File: src/common/plic_params.svh
`ifndef PLIC_PARAMS_SVH
`define PLIC_PARAMS_SVH

// Interrupt sources handled by the controller
`define PLIC_SOURCES 4

// CPU port widths
`define PLIC_ADDR_W 24
`define PLIC_DATA_W 32

// Register map, context 0 only
`define PLIC_ADDR_PENDING 24'h001000
`define PLIC_ADDR_ENABLE  24'h002000
`define PLIC_ADDR_CLAIM   24'h200004

`endif
File: src/common/plic_pkg.sv
`include "plic_params.svh"

package plic_pkg;

	// One bit per source, bit n is source n+1 on the bus
	typedef logic [`PLIC_SOURCES-1:0] src_mask_t;

	// Source ID as seen by the CPU, 0 means nothing pending
	typedef logic [2:0] src_id_t;

	typedef logic [`PLIC_ADDR_W-1:0] addr_t;
	typedef logic [`PLIC_DATA_W-1:0] data_t;

	// Notification to the CPU, one pulse per claim/complete round
	typedef enum logic [1:0] {
		idle,          // Nothing outstanding
		issued,        // Pulse cycle
		wait_complete  // Waiting for the CPU to complete
	} notify_state_t;

endpackage

File: src/common/plic_reg_if.sv
`timescale 1ns/1ps

interface plic_reg_if;
	import plic_pkg::*;

	logic      enable_we;     // Write strobe for the enable register
	src_mask_t enable_wdata;
	logic      claim_re;      // Claim read, moves a source to in-service
	logic      complete_we;   // Complete write
	src_id_t   complete_id;

	// Returned by the datapath
	src_mask_t enable;
	src_mask_t pending;
	src_id_t   claim_id;

	modport ctrl (
		output enable_we, enable_wdata, claim_re, complete_we, complete_id,
		input  enable, pending, claim_id
	);

	modport gateway (
		input  enable_we, enable_wdata, claim_re, complete_we, complete_id, claim_id,
		output enable, pending
	);

	modport arbiter (
		input  pending,
		output claim_id
	);

endinterface

File: src/hdl/plic_top.sv
`timescale 1ns/1ps

module plic_top (
	input  logic            i_clock,
	input  logic            i_reset,

	// Interrupt sources, level sensitive
	input  logic            i_interrupt_0,
	input  logic            i_interrupt_1,
	input  logic            i_interrupt_2,
	input  logic            i_interrupt_3,

	// Notification to the CPU
	input  logic            i_interrupt_enable,
	output logic            o_interrupt,

	// CPU port
	input  logic            i_request,
	input  logic            i_rw,
	input  plic_pkg::addr_t i_address,
	input  plic_pkg::data_t i_wdata,
	output plic_pkg::data_t o_rdata,
	output logic            o_ready
);
	import plic_pkg::*;

	src_mask_t sources;

	assign sources = {i_interrupt_3, i_interrupt_2, i_interrupt_1, i_interrupt_0};

	plic_reg_if reg_bus ();

	plic_ctrl u_ctrl (
		.i_clock            (i_clock),
		.i_reset            (i_reset),
		.i_request          (i_request),
		.i_rw               (i_rw),
		.i_address          (i_address),
		.i_wdata            (i_wdata),
		.i_interrupt_enable (i_interrupt_enable),
		.o_rdata            (o_rdata),
		.o_ready            (o_ready),
		.o_interrupt        (o_interrupt),
		.reg_bus            (reg_bus.ctrl)
	);

	plic_gateway u_gateway (
		.i_clock            (i_clock),
		.i_reset            (i_reset),
		.i_sources          (sources),
		.i_interrupt_enable (i_interrupt_enable),
		.reg_bus            (reg_bus.gateway)
	);

	plic_arbiter u_arbiter (
		.reg_bus (reg_bus.arbiter)
	);

endmodule

File: src/plic/plic_ctrl.sv
`timescale 1ns/1ps
`include "plic_params.svh"

module plic_ctrl (
	input  logic            i_clock,
	input  logic            i_reset,
	input  logic            i_request,
	input  logic            i_rw,
	input  plic_pkg::addr_t i_address,
	input  plic_pkg::data_t i_wdata,
	input  logic            i_interrupt_enable,
	output plic_pkg::data_t o_rdata,
	output logic            o_ready,
	output logic            o_interrupt,
	plic_reg_if.ctrl        reg_bus
);
	import plic_pkg::*;

	logic          is_read;
	logic          is_write;
	logic          hit_pending;
	logic          hit_enable;
	logic          hit_claim;
	data_t         read_data;
	notify_state_t state;
	notify_state_t state_next;

	assign is_read  = i_request && !i_rw;
	assign is_write = i_request && i_rw;

	assign hit_pending = (i_address == `PLIC_ADDR_PENDING);
	assign hit_enable  = (i_address == `PLIC_ADDR_ENABLE);
	assign hit_claim   = (i_address == `PLIC_ADDR_CLAIM);

	// Strobes are live in the request cycle itself
	assign reg_bus.enable_we    = is_write && hit_enable;
	assign reg_bus.enable_wdata = i_wdata[`PLIC_SOURCES:1];  // Bit n+1 enables source n
	assign reg_bus.claim_re     = is_read && hit_claim;
	assign reg_bus.complete_we  = is_write && hit_claim;
	assign reg_bus.complete_id  = i_wdata[$bits(src_id_t)-1:0];

	// Unmapped addresses read as 0
	always_comb begin
		read_data = '0;
		if (hit_pending) begin
			read_data = data_t'(reg_bus.pending);
		end
		else if (hit_enable) begin
			read_data = data_t'({reg_bus.enable, 1'b0});
		end
		else if (hit_claim) begin
			read_data = data_t'(reg_bus.claim_id);
		end
	end

	// Every request is answered on the next cycle
	always_ff @(posedge i_clock) begin
		if (i_reset) begin
			o_ready <= 1'b0;
			o_rdata <= '0;
		end
		else begin
			o_ready <= i_request;
			o_rdata <= is_read ? read_data : '0;  // Zero outside the ready cycle
		end
	end

	// Notification FSM
	always_comb begin
		state_next = state;
		case (state)
			idle: begin
				if (i_interrupt_enable && (|reg_bus.pending)) begin
					state_next = issued;
				end
			end
			issued: begin
				// A fast CPU may complete right in the pulse cycle
				state_next = reg_bus.complete_we ? idle : wait_complete;
			end
			wait_complete: begin
				if (reg_bus.complete_we) begin
					state_next = idle;
				end
			end
			default: state_next = idle;
		endcase
	end

	always_ff @(posedge i_clock) begin
		if (i_reset) begin
			state <= idle;
		end
		else begin
			state <= state_next;
		end
	end

	assign o_interrupt = (state == issued);  // One cycle per round

	a_ready_follows_request: assert property (
		@(posedge i_clock) disable iff (i_reset)
		i_request |=> o_ready
	) else $error("o_ready missing one cycle after i_request");

	a_interrupt_single_pulse: assert property (
		@(posedge i_clock) disable iff (i_reset)
		o_interrupt |=> !o_interrupt
	) else $error("o_interrupt high for two cycles in a row");

endmodule

File: src/plic/plic_gateway.sv
`timescale 1ns/1ps
`include "plic_params.svh"

module plic_gateway (
	input  logic               i_clock,
	input  logic               i_reset,
	input  plic_pkg::src_mask_t i_sources,
	input  logic               i_interrupt_enable,
	plic_reg_if.gateway        reg_bus
);
	import plic_pkg::*;

	src_mask_t enable;
	src_mask_t pending;
	src_mask_t in_service;
	src_mask_t claim_mask;     // Source taken by this cycle's claim
	src_mask_t complete_mask;  // Source released by this cycle's complete
	src_mask_t set_mask;

	// Decode the claimed and completed IDs into source bits
	always_comb begin
		claim_mask    = '0;
		complete_mask = '0;
		for (int i = 0; i < `PLIC_SOURCES; i++) begin
			claim_mask[i] = reg_bus.claim_re &&
				(reg_bus.claim_id == src_id_t'(i + 1));
			complete_mask[i] = reg_bus.complete_we &&
				(reg_bus.complete_id == src_id_t'(i + 1));
		end
	end

	// Level sources latch into pending only while not already in service
	assign set_mask = i_sources & enable & ~in_service & {`PLIC_SOURCES{i_interrupt_enable}};

	always_ff @(posedge i_clock) begin
		if (i_reset) begin
			enable <= '0;
		end
		else if (reg_bus.enable_we) begin
			enable <= reg_bus.enable_wdata;
		end
	end

	always_ff @(posedge i_clock) begin
		if (i_reset) begin
			pending    <= '0;
			in_service <= '0;
		end
		else begin
			// Claim wins over a new request from the same source
			pending    <= (pending | set_mask) & ~claim_mask;
			in_service <= (in_service | claim_mask) & ~complete_mask;
		end
	end

	assign reg_bus.enable  = enable;
	assign reg_bus.pending = pending;

	a_pending_not_in_service: assert property (
		@(posedge i_clock) disable iff (i_reset)
		(pending & in_service) == '0
	) else $error("source both pending and in service");

endmodule

File: src/plic/plic_arbiter.sv
`timescale 1ns/1ps
`include "plic_params.svh"

module plic_arbiter (
	plic_reg_if.arbiter reg_bus
);
	import plic_pkg::*;

	src_id_t winner;

	// Lowest pending source wins
	always_comb begin
		winner = '0;
		for (int i = `PLIC_SOURCES - 1; i >= 0; i--) begin
			if (reg_bus.pending[i]) begin
				winner = src_id_t'(i + 1);  // IDs start at 1
			end
		end
	end

	assign reg_bus.claim_id = winner;

endmodule

File: config.mk
export PLATFORM = sky130hd
export DESIGN_NAME = plic_top
export DESIGN_NICKNAME = d
export VERILOG_FILES = /design/src/common/plic_pkg.sv /design/src/common/plic_reg_if.sv /design/src/hdl/plic_top.sv /design/src/plic/plic_ctrl.sv /design/src/plic/plic_gateway.sv /design/src/plic/plic_arbiter.sv
export VERILOG_INCLUDE_DIRS = /design/src /design/src/common
export SDC_FILE = /design/constraint.sdc
export NUM_CORES = 1
export LEC_CHECK = 0
export BUFFER_PORTS_ARGS = -buffer_cell sky130_fd_sc_hd__buf_2
export CELL_PAD_IN_SITES_DETAIL_PLACEMENT = 1
export CELL_PAD_IN_SITES_GLOBAL_PLACEMENT = 2
export CORE_MARGIN = 2
export CORE_UTILIZATION = 19
export CTS_CLUSTER_DIAMETER = 120
export DETAILED_ROUTE_END_ITERATION = 8
export PLACE_DENSITY = 0.83
export SLEW_MARGIN = 20
export SYNTH_ARGS = -nofsm -noshare
export SYNTH_HDL_FRONTEND = slang
export SYNTH_SLANG_ARGS = --single-unit
File: constraint.sdc
create_clock -name i_clock -period 2.17 [get_ports i_clock]
set_clock_uncertainty 0.1 [all_clocks]
set_input_delay 0.217 -clock i_clock [delete_from_list [all_inputs] [get_ports i_clock]]
set_output_delay 0.217 -clock i_clock [all_outputs]
set_load 0.005 [all_outputs]
Word level (Yosys, flattened, before mapping)

Index checks and enable logic that the tools add are counted.

Register bits after elaboration: 47
Input bits: 65
Word-level logic and storage cells: 66

Equal/unequal tests: 15
Mux-type cells: 11
Bitwise logic cells: 11
Reductions and logical operators: 21

Operator list:

| operator                                        | count |
|---|---|
| == test 24 x 13 -> 1 bit, second input constant | 1 |
| == test 24 x 14 -> 1 bit, second input constant | 1 |
| == test 24 x 22 -> 1 bit, second input constant | 1 |
| bitwise AND 4 bit                               | 5 |
| two-way mux 3 bit                               | 5 |
| logical AND 1 bit                               | 14 |
| == test 3 x 2 -> 1 bit, second input constant   | 4 |
| inverter 4 bit                                  | 3 |
| OR 4 bit                                        | 2 |
| OR reduction 4 bit                              | 2 |
| == test 3 x 1 -> 1 bit, second input constant   | 2 |
| == test 3 bit, second input constant            | 2 |
| two-way mux 2 bit                               | 3 |
| one-hot mux 2 bit (3 select lines)              | 1 |
| two-way mux 5 bit                               | 1 |
| two-way mux 4 bit                               | 1 |
| != test 2 x 1 -> 1 bit, second input constant   | 2 |
| OR reduction 3 bit                              | 1 |
| == test 2 x 1 -> 1 bit, second input constant   | 1 |
| == test 2 bit, second input constant            | 1 |
| zero test 2 bit                                 | 1 |
| AND reduction 2 bit                             | 1 |
| OR reduction 2 bit                              | 1 |
| zero test 1 bit                                 | 1 |
| inverter 1 bit                                  | 1 |

Logic depth before layout (Yosys ltp)

Gate-level depths: netlist of run 1.

Depth in word-level cells: 8
Mapped depth: 5
Mapped depth without buffers: 4

Modules after synthesis

Synthesis of run 1 repeated with hierarchy kept, for this count alone.

Cell total of the unflattened synthesis: 138
Area total of the unflattened synthesis: 1,265.0 um^2

By module, submodules not included:

| module       | instances | cells each | area an instance (um^2) | seq. area each (um^2) |
|---|---|---|---|---|
| plic_ctrl    | 1         | 86         | 710.7                   | 160.2 |
| plic_gateway | 1         | 47         | 519.2                   | 240.2 |
| plic_arbiter | 1         | 5          | 35.0                    | 0.0 |

Worst setup path after synthesis of run 1

Ideal clock, no wire load.

Path kind: input port to flip-flop
Start: input i_address[1]
End: register u_gateway.enable[0], in the netlist u_gateway.reg_bus.enable[0]
Library setup time: 0.072 ns
Arrival time: 1.408 ns
Setup slack: 0.591 ns
Cell stages on the path: 5
Buffers on the path: 1
Cells stage by stage: or4_4 -> nor3_1 -> and4_1 -> buf_2 -> mux2i_1

Longest elaborated chain between the ends: 2

Ends and longest elaborated chain:

| what                                      | RTL line           | text |
|---|---|---|
| start: declaration                        | plic_top.sv:20     | `input plic_pkg::addr_t i_address,` |
| == test 24 x 14 -> 1 bit (no source line) | --                 |  |
| logical AND 1 bit                         | plic_ctrl.sv:36    | `assign reg_bus.enable_we = is_write && hit_enable;` |
| end signal: assignment                    | plic_gateway.sv:40 | `enable <= reg_bus.enable_wdata;` |
| end: declaration                          | plic_gateway.sv:13 | `src_mask_t enable;` |

No other way between the ends.
A chain may end at the register's enable or synchronous reset.

Final worst setup path of run 1

Start: input i_address[1]
End: register u_ctrl.o_rdata[1]

Longest elaborated chain between the ends: 4
Elaborated cells between the ends (all ways): 6

Ends and longest elaborated chain:

| what                                      | RTL line        | text |
|---|---|---|
| == test 24 x 22 -> 1 bit (no source line) | --              |  |
| two-way mux 3 bit                         | plic_ctrl.sv:51 | `else if (hit_claim) begin` |
| two-way mux 5 bit                         | plic_ctrl.sv:48 | `else if (hit_enable) begin` |
| two-way mux 4 bit *                       | plic_ctrl.sv:45 | `if (hit_pending) begin` |
| end signal: assignment                    | plic_ctrl.sv:64 | `o_rdata <= is_read ? read_data : '0;` |
| end: declaration                          | plic_ctrl.sv:12 | `output plic_pkg::data_t o_rdata,` |

Mark *: on every way between the ends. The rest lies on a longest branch, timed or not.

==> results of run 1 <==
registers in the layout, summed over array words and instances, names as in the netlist:
name	flops
u_ctrl.state	2
u_gateway.reg_bus.pending	4
u_gateway.reg_bus.enable	4
u_gateway.in_service	4
u_ctrl.o_ready	1
u_ctrl.o_rdata	5
power by group through the flow:
stage | sequential (uW) | combinational (uW) | clock, uW
2_1_floorplan | 377 | 64.9 | 0
3_3_place_gp | 376 | 81.4 | 0
3_5_place_dp | 376 | 83.4 | 0
4_1_cts | 368 | 84.1 | 384
5_1_grt | 368 | 95.2 | 394
6_report | 368 | 84.2 | 376
layout make-up:
type / instances / area [sq um]
timing repair buffer: 45 / 228
tap: 75 / 93.8
fill: 758 / 4550
clock inverter: 1 / 30.0
sequential: 20 / 400
multi-input combinational: 111 / 681
clock buffer: 3 / 41.3
inverter: 1 / 3.75
routing by layer:
layer  global-route usage [%]  vias up  part of all wire, %
met5                        0        -                    0
met4                     1.32        0                 0.50
met3                     3.66        2                  9.5
met2                     15.7       53                   49
met1                     11.0      519                   41
li1                         -      542                    -
worst paths after layout:
path	startpoint	endpoint	slack, ns	cells past startpoint
min reg2reg	u_gateway.reg_bus.enable[3]	u_ctrl.o_rdata[4]	0.36	2
max reg2reg	u_gateway.reg_bus.pending[0]	u_gateway.in_service[2]	0.72	3
min	i_wdata[0]	u_gateway.in_service[2]	0.08	2
max	i_address[1]	u_ctrl.o_rdata[1]	0.59	5
cell usage after synthesis, types with 2 or more instances:
library cell   n
buf_4         27
dfxtp_1       20
nand2_1       10
nor2_1         8
a31oi_1        6
and4b_1        5
nor4b_1        5
a21oi_1        4
and4_1         4
mux2i_1        4
nor2b_1        4
nor3_1         4
nor3b_1        4
nor4_1         4
o21ai_0        4
a211oi_1       2
clkbuf_1       2
nand3_1        2
through the flow:
step	setup WS, ns	area (sq um)
after floorplan	0.591	1300
after global placement	0.335	1410
after detailed placement	0.300	1410
after CTS	0.582	1480
after global routing	0.525	1480
final	0.589	1480
logic make-up (layout without fill, tap and decap cells):
| logic type | Yosys count | count (layout) | synth area share [%] |
|---|---|---|---|
| other | 1 | 27 | 0.312 |
| AO/OA/AOI/OAI | 22 | 22 | 12.1 |
| XOR/XNOR | 1 | 1 | 0.729 |
| multiplexers | 4 | 4 | 3.33 |
| buffers and inverters | 31 | 50 | 18.2 |
| AND/OR/NAND/NOR | 57 | 57 | 32.0 |
| flip-flops | 20 | 20 | 33.3 |
worst register-to-register path: stages (launching register included):
cell and delay (ns):
dfxtp_1 0.39, nor4b_1 0.51, a31oi_1 0.16, a311oi_1 0.20
==> reports/qor.csv, run 1 <==
metric;value;unit
status;finished clean;
Comb power frac;10.2;%
Die Wd;83.6;microns
Worst-Margin Slew;0.700;ns
row cnt;28;
switching pwr;178;uW
number of synthesized flops with an enable pin;0;
Final ANT Viol Nets;0;
layout net count;247;
Post-Layout Cell Count;256;
die area;0.00698;sq mm
Leak;0.000613;uW
Worst Path Buf+Inv;1;
fraction of layout cells with a size suffix above 1;29.3;%
CTS sink cnt;20;
most area-consuming cells after synthesis;dfxtp_1 33%, buf_4 17%, and4b_1 4.2%, nor4b_1 3.6%, mux2i_1 3.3%;
critical path fanouts, max;7;
mapped cell area;0.00120;sq mm
IO Count;99;
port buffer count;44;
Avg WL per Cell;12.6;microns
Max Cap Violations;0;
core area;0.00603;sq mm
initial core utilization;20.0;%
endpoints failing hold;0;
maximum vdd drop;0.201;mV
count of cell types in the netlist;35;
global route overflow;0;
placed instance count;252;
root buffer cell;clkbuf_8;
crit-path leading delay family;simple AND/OR/NAND/NOR gates;
clock network power share;45.4;%
vias per std cell;4.36;
crit-path cells;buf_2 > or4_4 > nor4_4 > nand3_1 > a21oi_1;
Synth Flop Type;dfxtp_1;
Final Util;24.5;%
later-pin clock latency in the skew report;0.26;ns
initial antenna violation count;0;
CTS Buf Count;3;
1st-iter DRT viols;40;
commonest non-fill, non-tap cell in the layout;buf_2;
max incr delay on CP;0.54;ns
FFs w/ async S/R, synth;0;%
DRC;0;
Hold Buf Count CTS;0;
Tcrit/Tclk final;72.8;%
CP endpoint kind;flip-flop;
vias in the first global route;1090;
buffer count from post-CTS setup fixing;0;
H-tree depth;1;
Syn Inst Count;136;
routed vias;1116;
Pwr Total;828;uW
drt pass-1 iters;4;
Detailed Route WL;3220;microns
pin count of the biggest net entering global routing;15;
routability-driven placement congestion ratio;0.825;
Slew HR;52.7;%
setup TNS;0;ns
dpl hpwl;2640;microns
top cell type's share of synthesized area;33.3;%
Area growth, synth to finish;22.9;%
sequential fraction of the synthesis area;33.3;%
type of the most critical hold path;input pin to flip-flop;
Critical Path AT;1.67;ns
Crit Path Class;input pin to flip-flop;
Final setup viols;0;
Net Sw Frac;21.5;%
Worst Hold Slack;0.0834;ns
post-synthesis register bit count;20;
synth warn;0;
Syn Area/Cell;8.84;sq um
first-pass GRT wire length;5210;microns
clk buf depth;2;
most frequent cells in the layout;44 x buf_2, 27 x conb_1, 20 x dfxtp_1, 10 x nand2_1, 8 x nor2_1;
P per Cell Area;560;mW/mm^2
Pint;650;uW
ant diodes;0;
fin. max-slew vios;0;
WP data required;2.26;ns
Clock transition at path regs;0.08;ns
critical path's slowest cell;or4_4;
die height;83.6;microns
top cell type by total area after synthesis;dfxtp_1;
RSZ-0062 raised after global routing;false;
minimum clock period;1.58;ns
GR Util All Layers;9.14;%
CTS resizes;0;
CTS tree;built;
fmax;633;MHz
Seq pwr share;44.4;%
nature of the critical path startpoint;input pin;
Note: power is estimated with default switching activity, not from simulation.
==> inputs of run 2 (changes only) <==
--- a/config.mk
+++ b/config.mk
@@ -10,10 +10,10 @@
 export CELL_PAD_IN_SITES_DETAIL_PLACEMENT = 1
 export CELL_PAD_IN_SITES_GLOBAL_PLACEMENT = 2
 export CORE_MARGIN = 2
-export CORE_UTILIZATION = 19
+export CORE_UTILIZATION = 17
 export CTS_CLUSTER_DIAMETER = 120
 export DETAILED_ROUTE_END_ITERATION = 8
-export PLACE_DENSITY = 0.83
+export PLACE_DENSITY = 0.79
 export SLEW_MARGIN = 20
 export SYNTH_ARGS = -nofsm -noshare
 export SYNTH_HDL_FRONTEND = slang
==> constraint.sdc (replaced) <==
create_clock -name i_clock -period 1.3 [get_ports i_clock]
set_clock_uncertainty 0.1 [all_clocks]
set_input_delay 0.13 -clock i_clock [delete_from_list [all_inputs] [get_ports i_clock]]
set_output_delay 0.13 -clock i_clock [all_outputs]
set_load 0.005 [all_outputs]
==> run 2 against run 1 <==
  * The run now ends with negative setup slack left
  * Final cell count up 15%
  * Core utilization is 0.55 points higher
  * First-iteration DRC count up 5.0%
  * Combinational power grew 97%
  * Sequential share of layout area fell by 3.6 points
  * Count of clock-buffer cells in the layout did not move
  * Critical endpoint is now u_gateway.reg_bus.enable[2]
==> reports/qor.csv, run 2 (synthesized netlist as in run 1, its figures left out) <==
metric;value;unit;change
clock network power share;44.5;%;-0.9 points
Top reg by flops;u_ctrl.o_rdata;;
status;complete, but fails checks;;
GR Util All Layers;9.01;%;-0.13 points
die area;0.00776;sq mm;+11%
H-tree depth;1;;unchanged
P per Cell Area;821;mW/mm^2;+47%
root buffer cell;clkbuf_8;;
nature of the critical path startpoint;input pin;;
DRC;0;;unchanged
Final Cell Area;0.00171;sq mm;+16%
CTS tree;built;;
violated checks;negative setup slack;;
Area growth, synth to finish;42.5;%;
maximum vdd drop;0.522;mV;+160%
Sequential Area;402;sq um;+0.31%
switching pwr;304;uW;+71%
setup TNS;-0.187;ns;-0.187 ns
dpl hpwl;2840;microns;+7.8%
Tcrit/Tclk final;103;%;
pin count of the biggest net entering global routing;13;;-2
Seq pwr share;43.6;%;-0.8 points
Critical Path AT;1.43;ns;-0.24 ns
Comb power frac;11.8;%;+1.6 points
Worst Hold Slack;0.00469;ns;-0.0787 ns
WP data required;1.39;ns;-0.87 ns
IO Count;99;;unchanged
1st-iter DRT viols;42;;+5.0%
row cnt;30;;+7.1%
minimum clock period;1.34;ns;
commonest non-fill, non-tap cell in the layout;buf_2;;
vias in the first global route;1178;;+8.1%
fin. max-slew vios;0;;unchanged
Max Cap Violations;0;;unchanged
ant diodes;0;;unchanged
later-pin clock latency in the skew report;0.26;ns;about the same
CP endpoint kind;flip-flop;;
final setup margin;-0.0364;ns;-0.626 ns
number of fill cells;855;;+13%
Final ANT Viol Nets;0;;unchanged
drt pass-1 iters;4;;unchanged
Clock transition at path regs;0.08;ns;about the same
layout net count;265;;+7.3%
port buffer count;44;;unchanged
type of the most critical hold path;input pin to flip-flop;;
max FFs per register;5;;unchanged
vias per std cell;3.95;;-9.5%
CTS Buf Count;3;;unchanged
Crit Path Class;input pin to flip-flop;;
global route overflow;0;;unchanged
initial antenna violation count;0;;unchanged
routability-driven placement congestion ratio;0.762;;-7.6%
CTS sink cnt;20;;unchanged
die height;88.1;microns;+5.4%
clk buf depth;2;;unchanged
most frequent cells in the layout;43 x buf_2, 27 x conb_1, 19 x dfxtp_1, 18 x buf_4, 10 x nand2_1;;
dpl cell area;0.00157;sq mm;+11%
fraction of layout cells with a size suffix above 1;42.7;%;+13 points
Leak;0.000718;uW;+17%
critical path fanouts, max;4;;-3
dpl ws;-0.455;ns;-0.755 ns
first-pass GRT wire length;5510;microns;+5.7%
Net Sw Frac;21.6;%;+0.16 points
Final setup viols;14;;+14
core area;0.00683;sq mm;+13%
Pint;1100;uW;+70%
footprint of the multi-input gates;743;sq um;+9.2%
Die Wd;88.1;microns;+5.4%
endpoints failing hold;0;;unchanged
RSZ-0062 raised after global routing;true;;
fmax;748;MHz;
Detailed Route WL;3480;microns;+7.8%
initial core utilization;17.6;%;-2.4 points
routed vias;1164;;+4.3%
Avg WL per Cell;11.8;microns;-6.4%
[run 2: area by class of cell]
class	count	area share, %
multi-input cells	111	43.4
clock inverters	1	1.75
clock buffers	3	2.41
inverters	1	0.219
repair buffers	63	21.8
well taps	96	7.01
flip-flops and latches	20	23.4
[run 2: critical path, stage by stage]
cell	delay, ns
buf_6	0.09
or4_4	0.56
nor3_4	0.15
and4_4	0.29
mux2i_1	0.21
[run 2: routing by layer]
layer / GRT usage, % / vias up / wire (microns)
li1: - / 579 / -
met1: 11.2 / 523 / 1570
met2: 15.8 / 60 / 1580
met3: 2.36 / 2 / 308
met4: 1.65 / 0 / 12
met5: 0 / - / 0
[run 2: final timing paths]
path                                 from  slack, ns  cells past startpoint                     endpoint
min                            i_wdata[0]      0.005                      2      u_gateway.in_service[2]
max reg2reg  u_gateway.reg_bus.pending[0]       0.02                      4            u_ctrl.o_rdata[1]
min reg2reg   u_gateway.reg_bus.enable[3]       0.38                      2            u_ctrl.o_rdata[4]
max                          i_address[1]      -0.04                      5  u_gateway.reg_bus.enable[2]
[run 2: power by group through the flow]
stage               clock network (uW)  registers [uW]  logic, uW
finish                             626             614        166
global route                       669             614        187
CTS                                648             614        165
detailed placement                   0             628        159
global placement                     0             628        157
floorplan                            0             629        109
[run 2: per-stage QoR]
stage | power [uW] | cells | utilization, %
final | 1410 | 295 | 25.1
after global routing | 1470 | 295 | 25.1
after CTS | 1430 | 295 | 24.6
after detailed placement | 788 | 290 | 22.9
after global placement | 785 | 290 | 22.9
after floorplan | 737 | 162 | -
[run 2: timing repair]
item	CTS	global route
setup endpoints to repair	16	16
pin swaps	3	4
hold buffers	0	0
hold endpoints to repair	0	0
gates resized for setup	9	7
buffers inserted	1	0
cloned	0	0
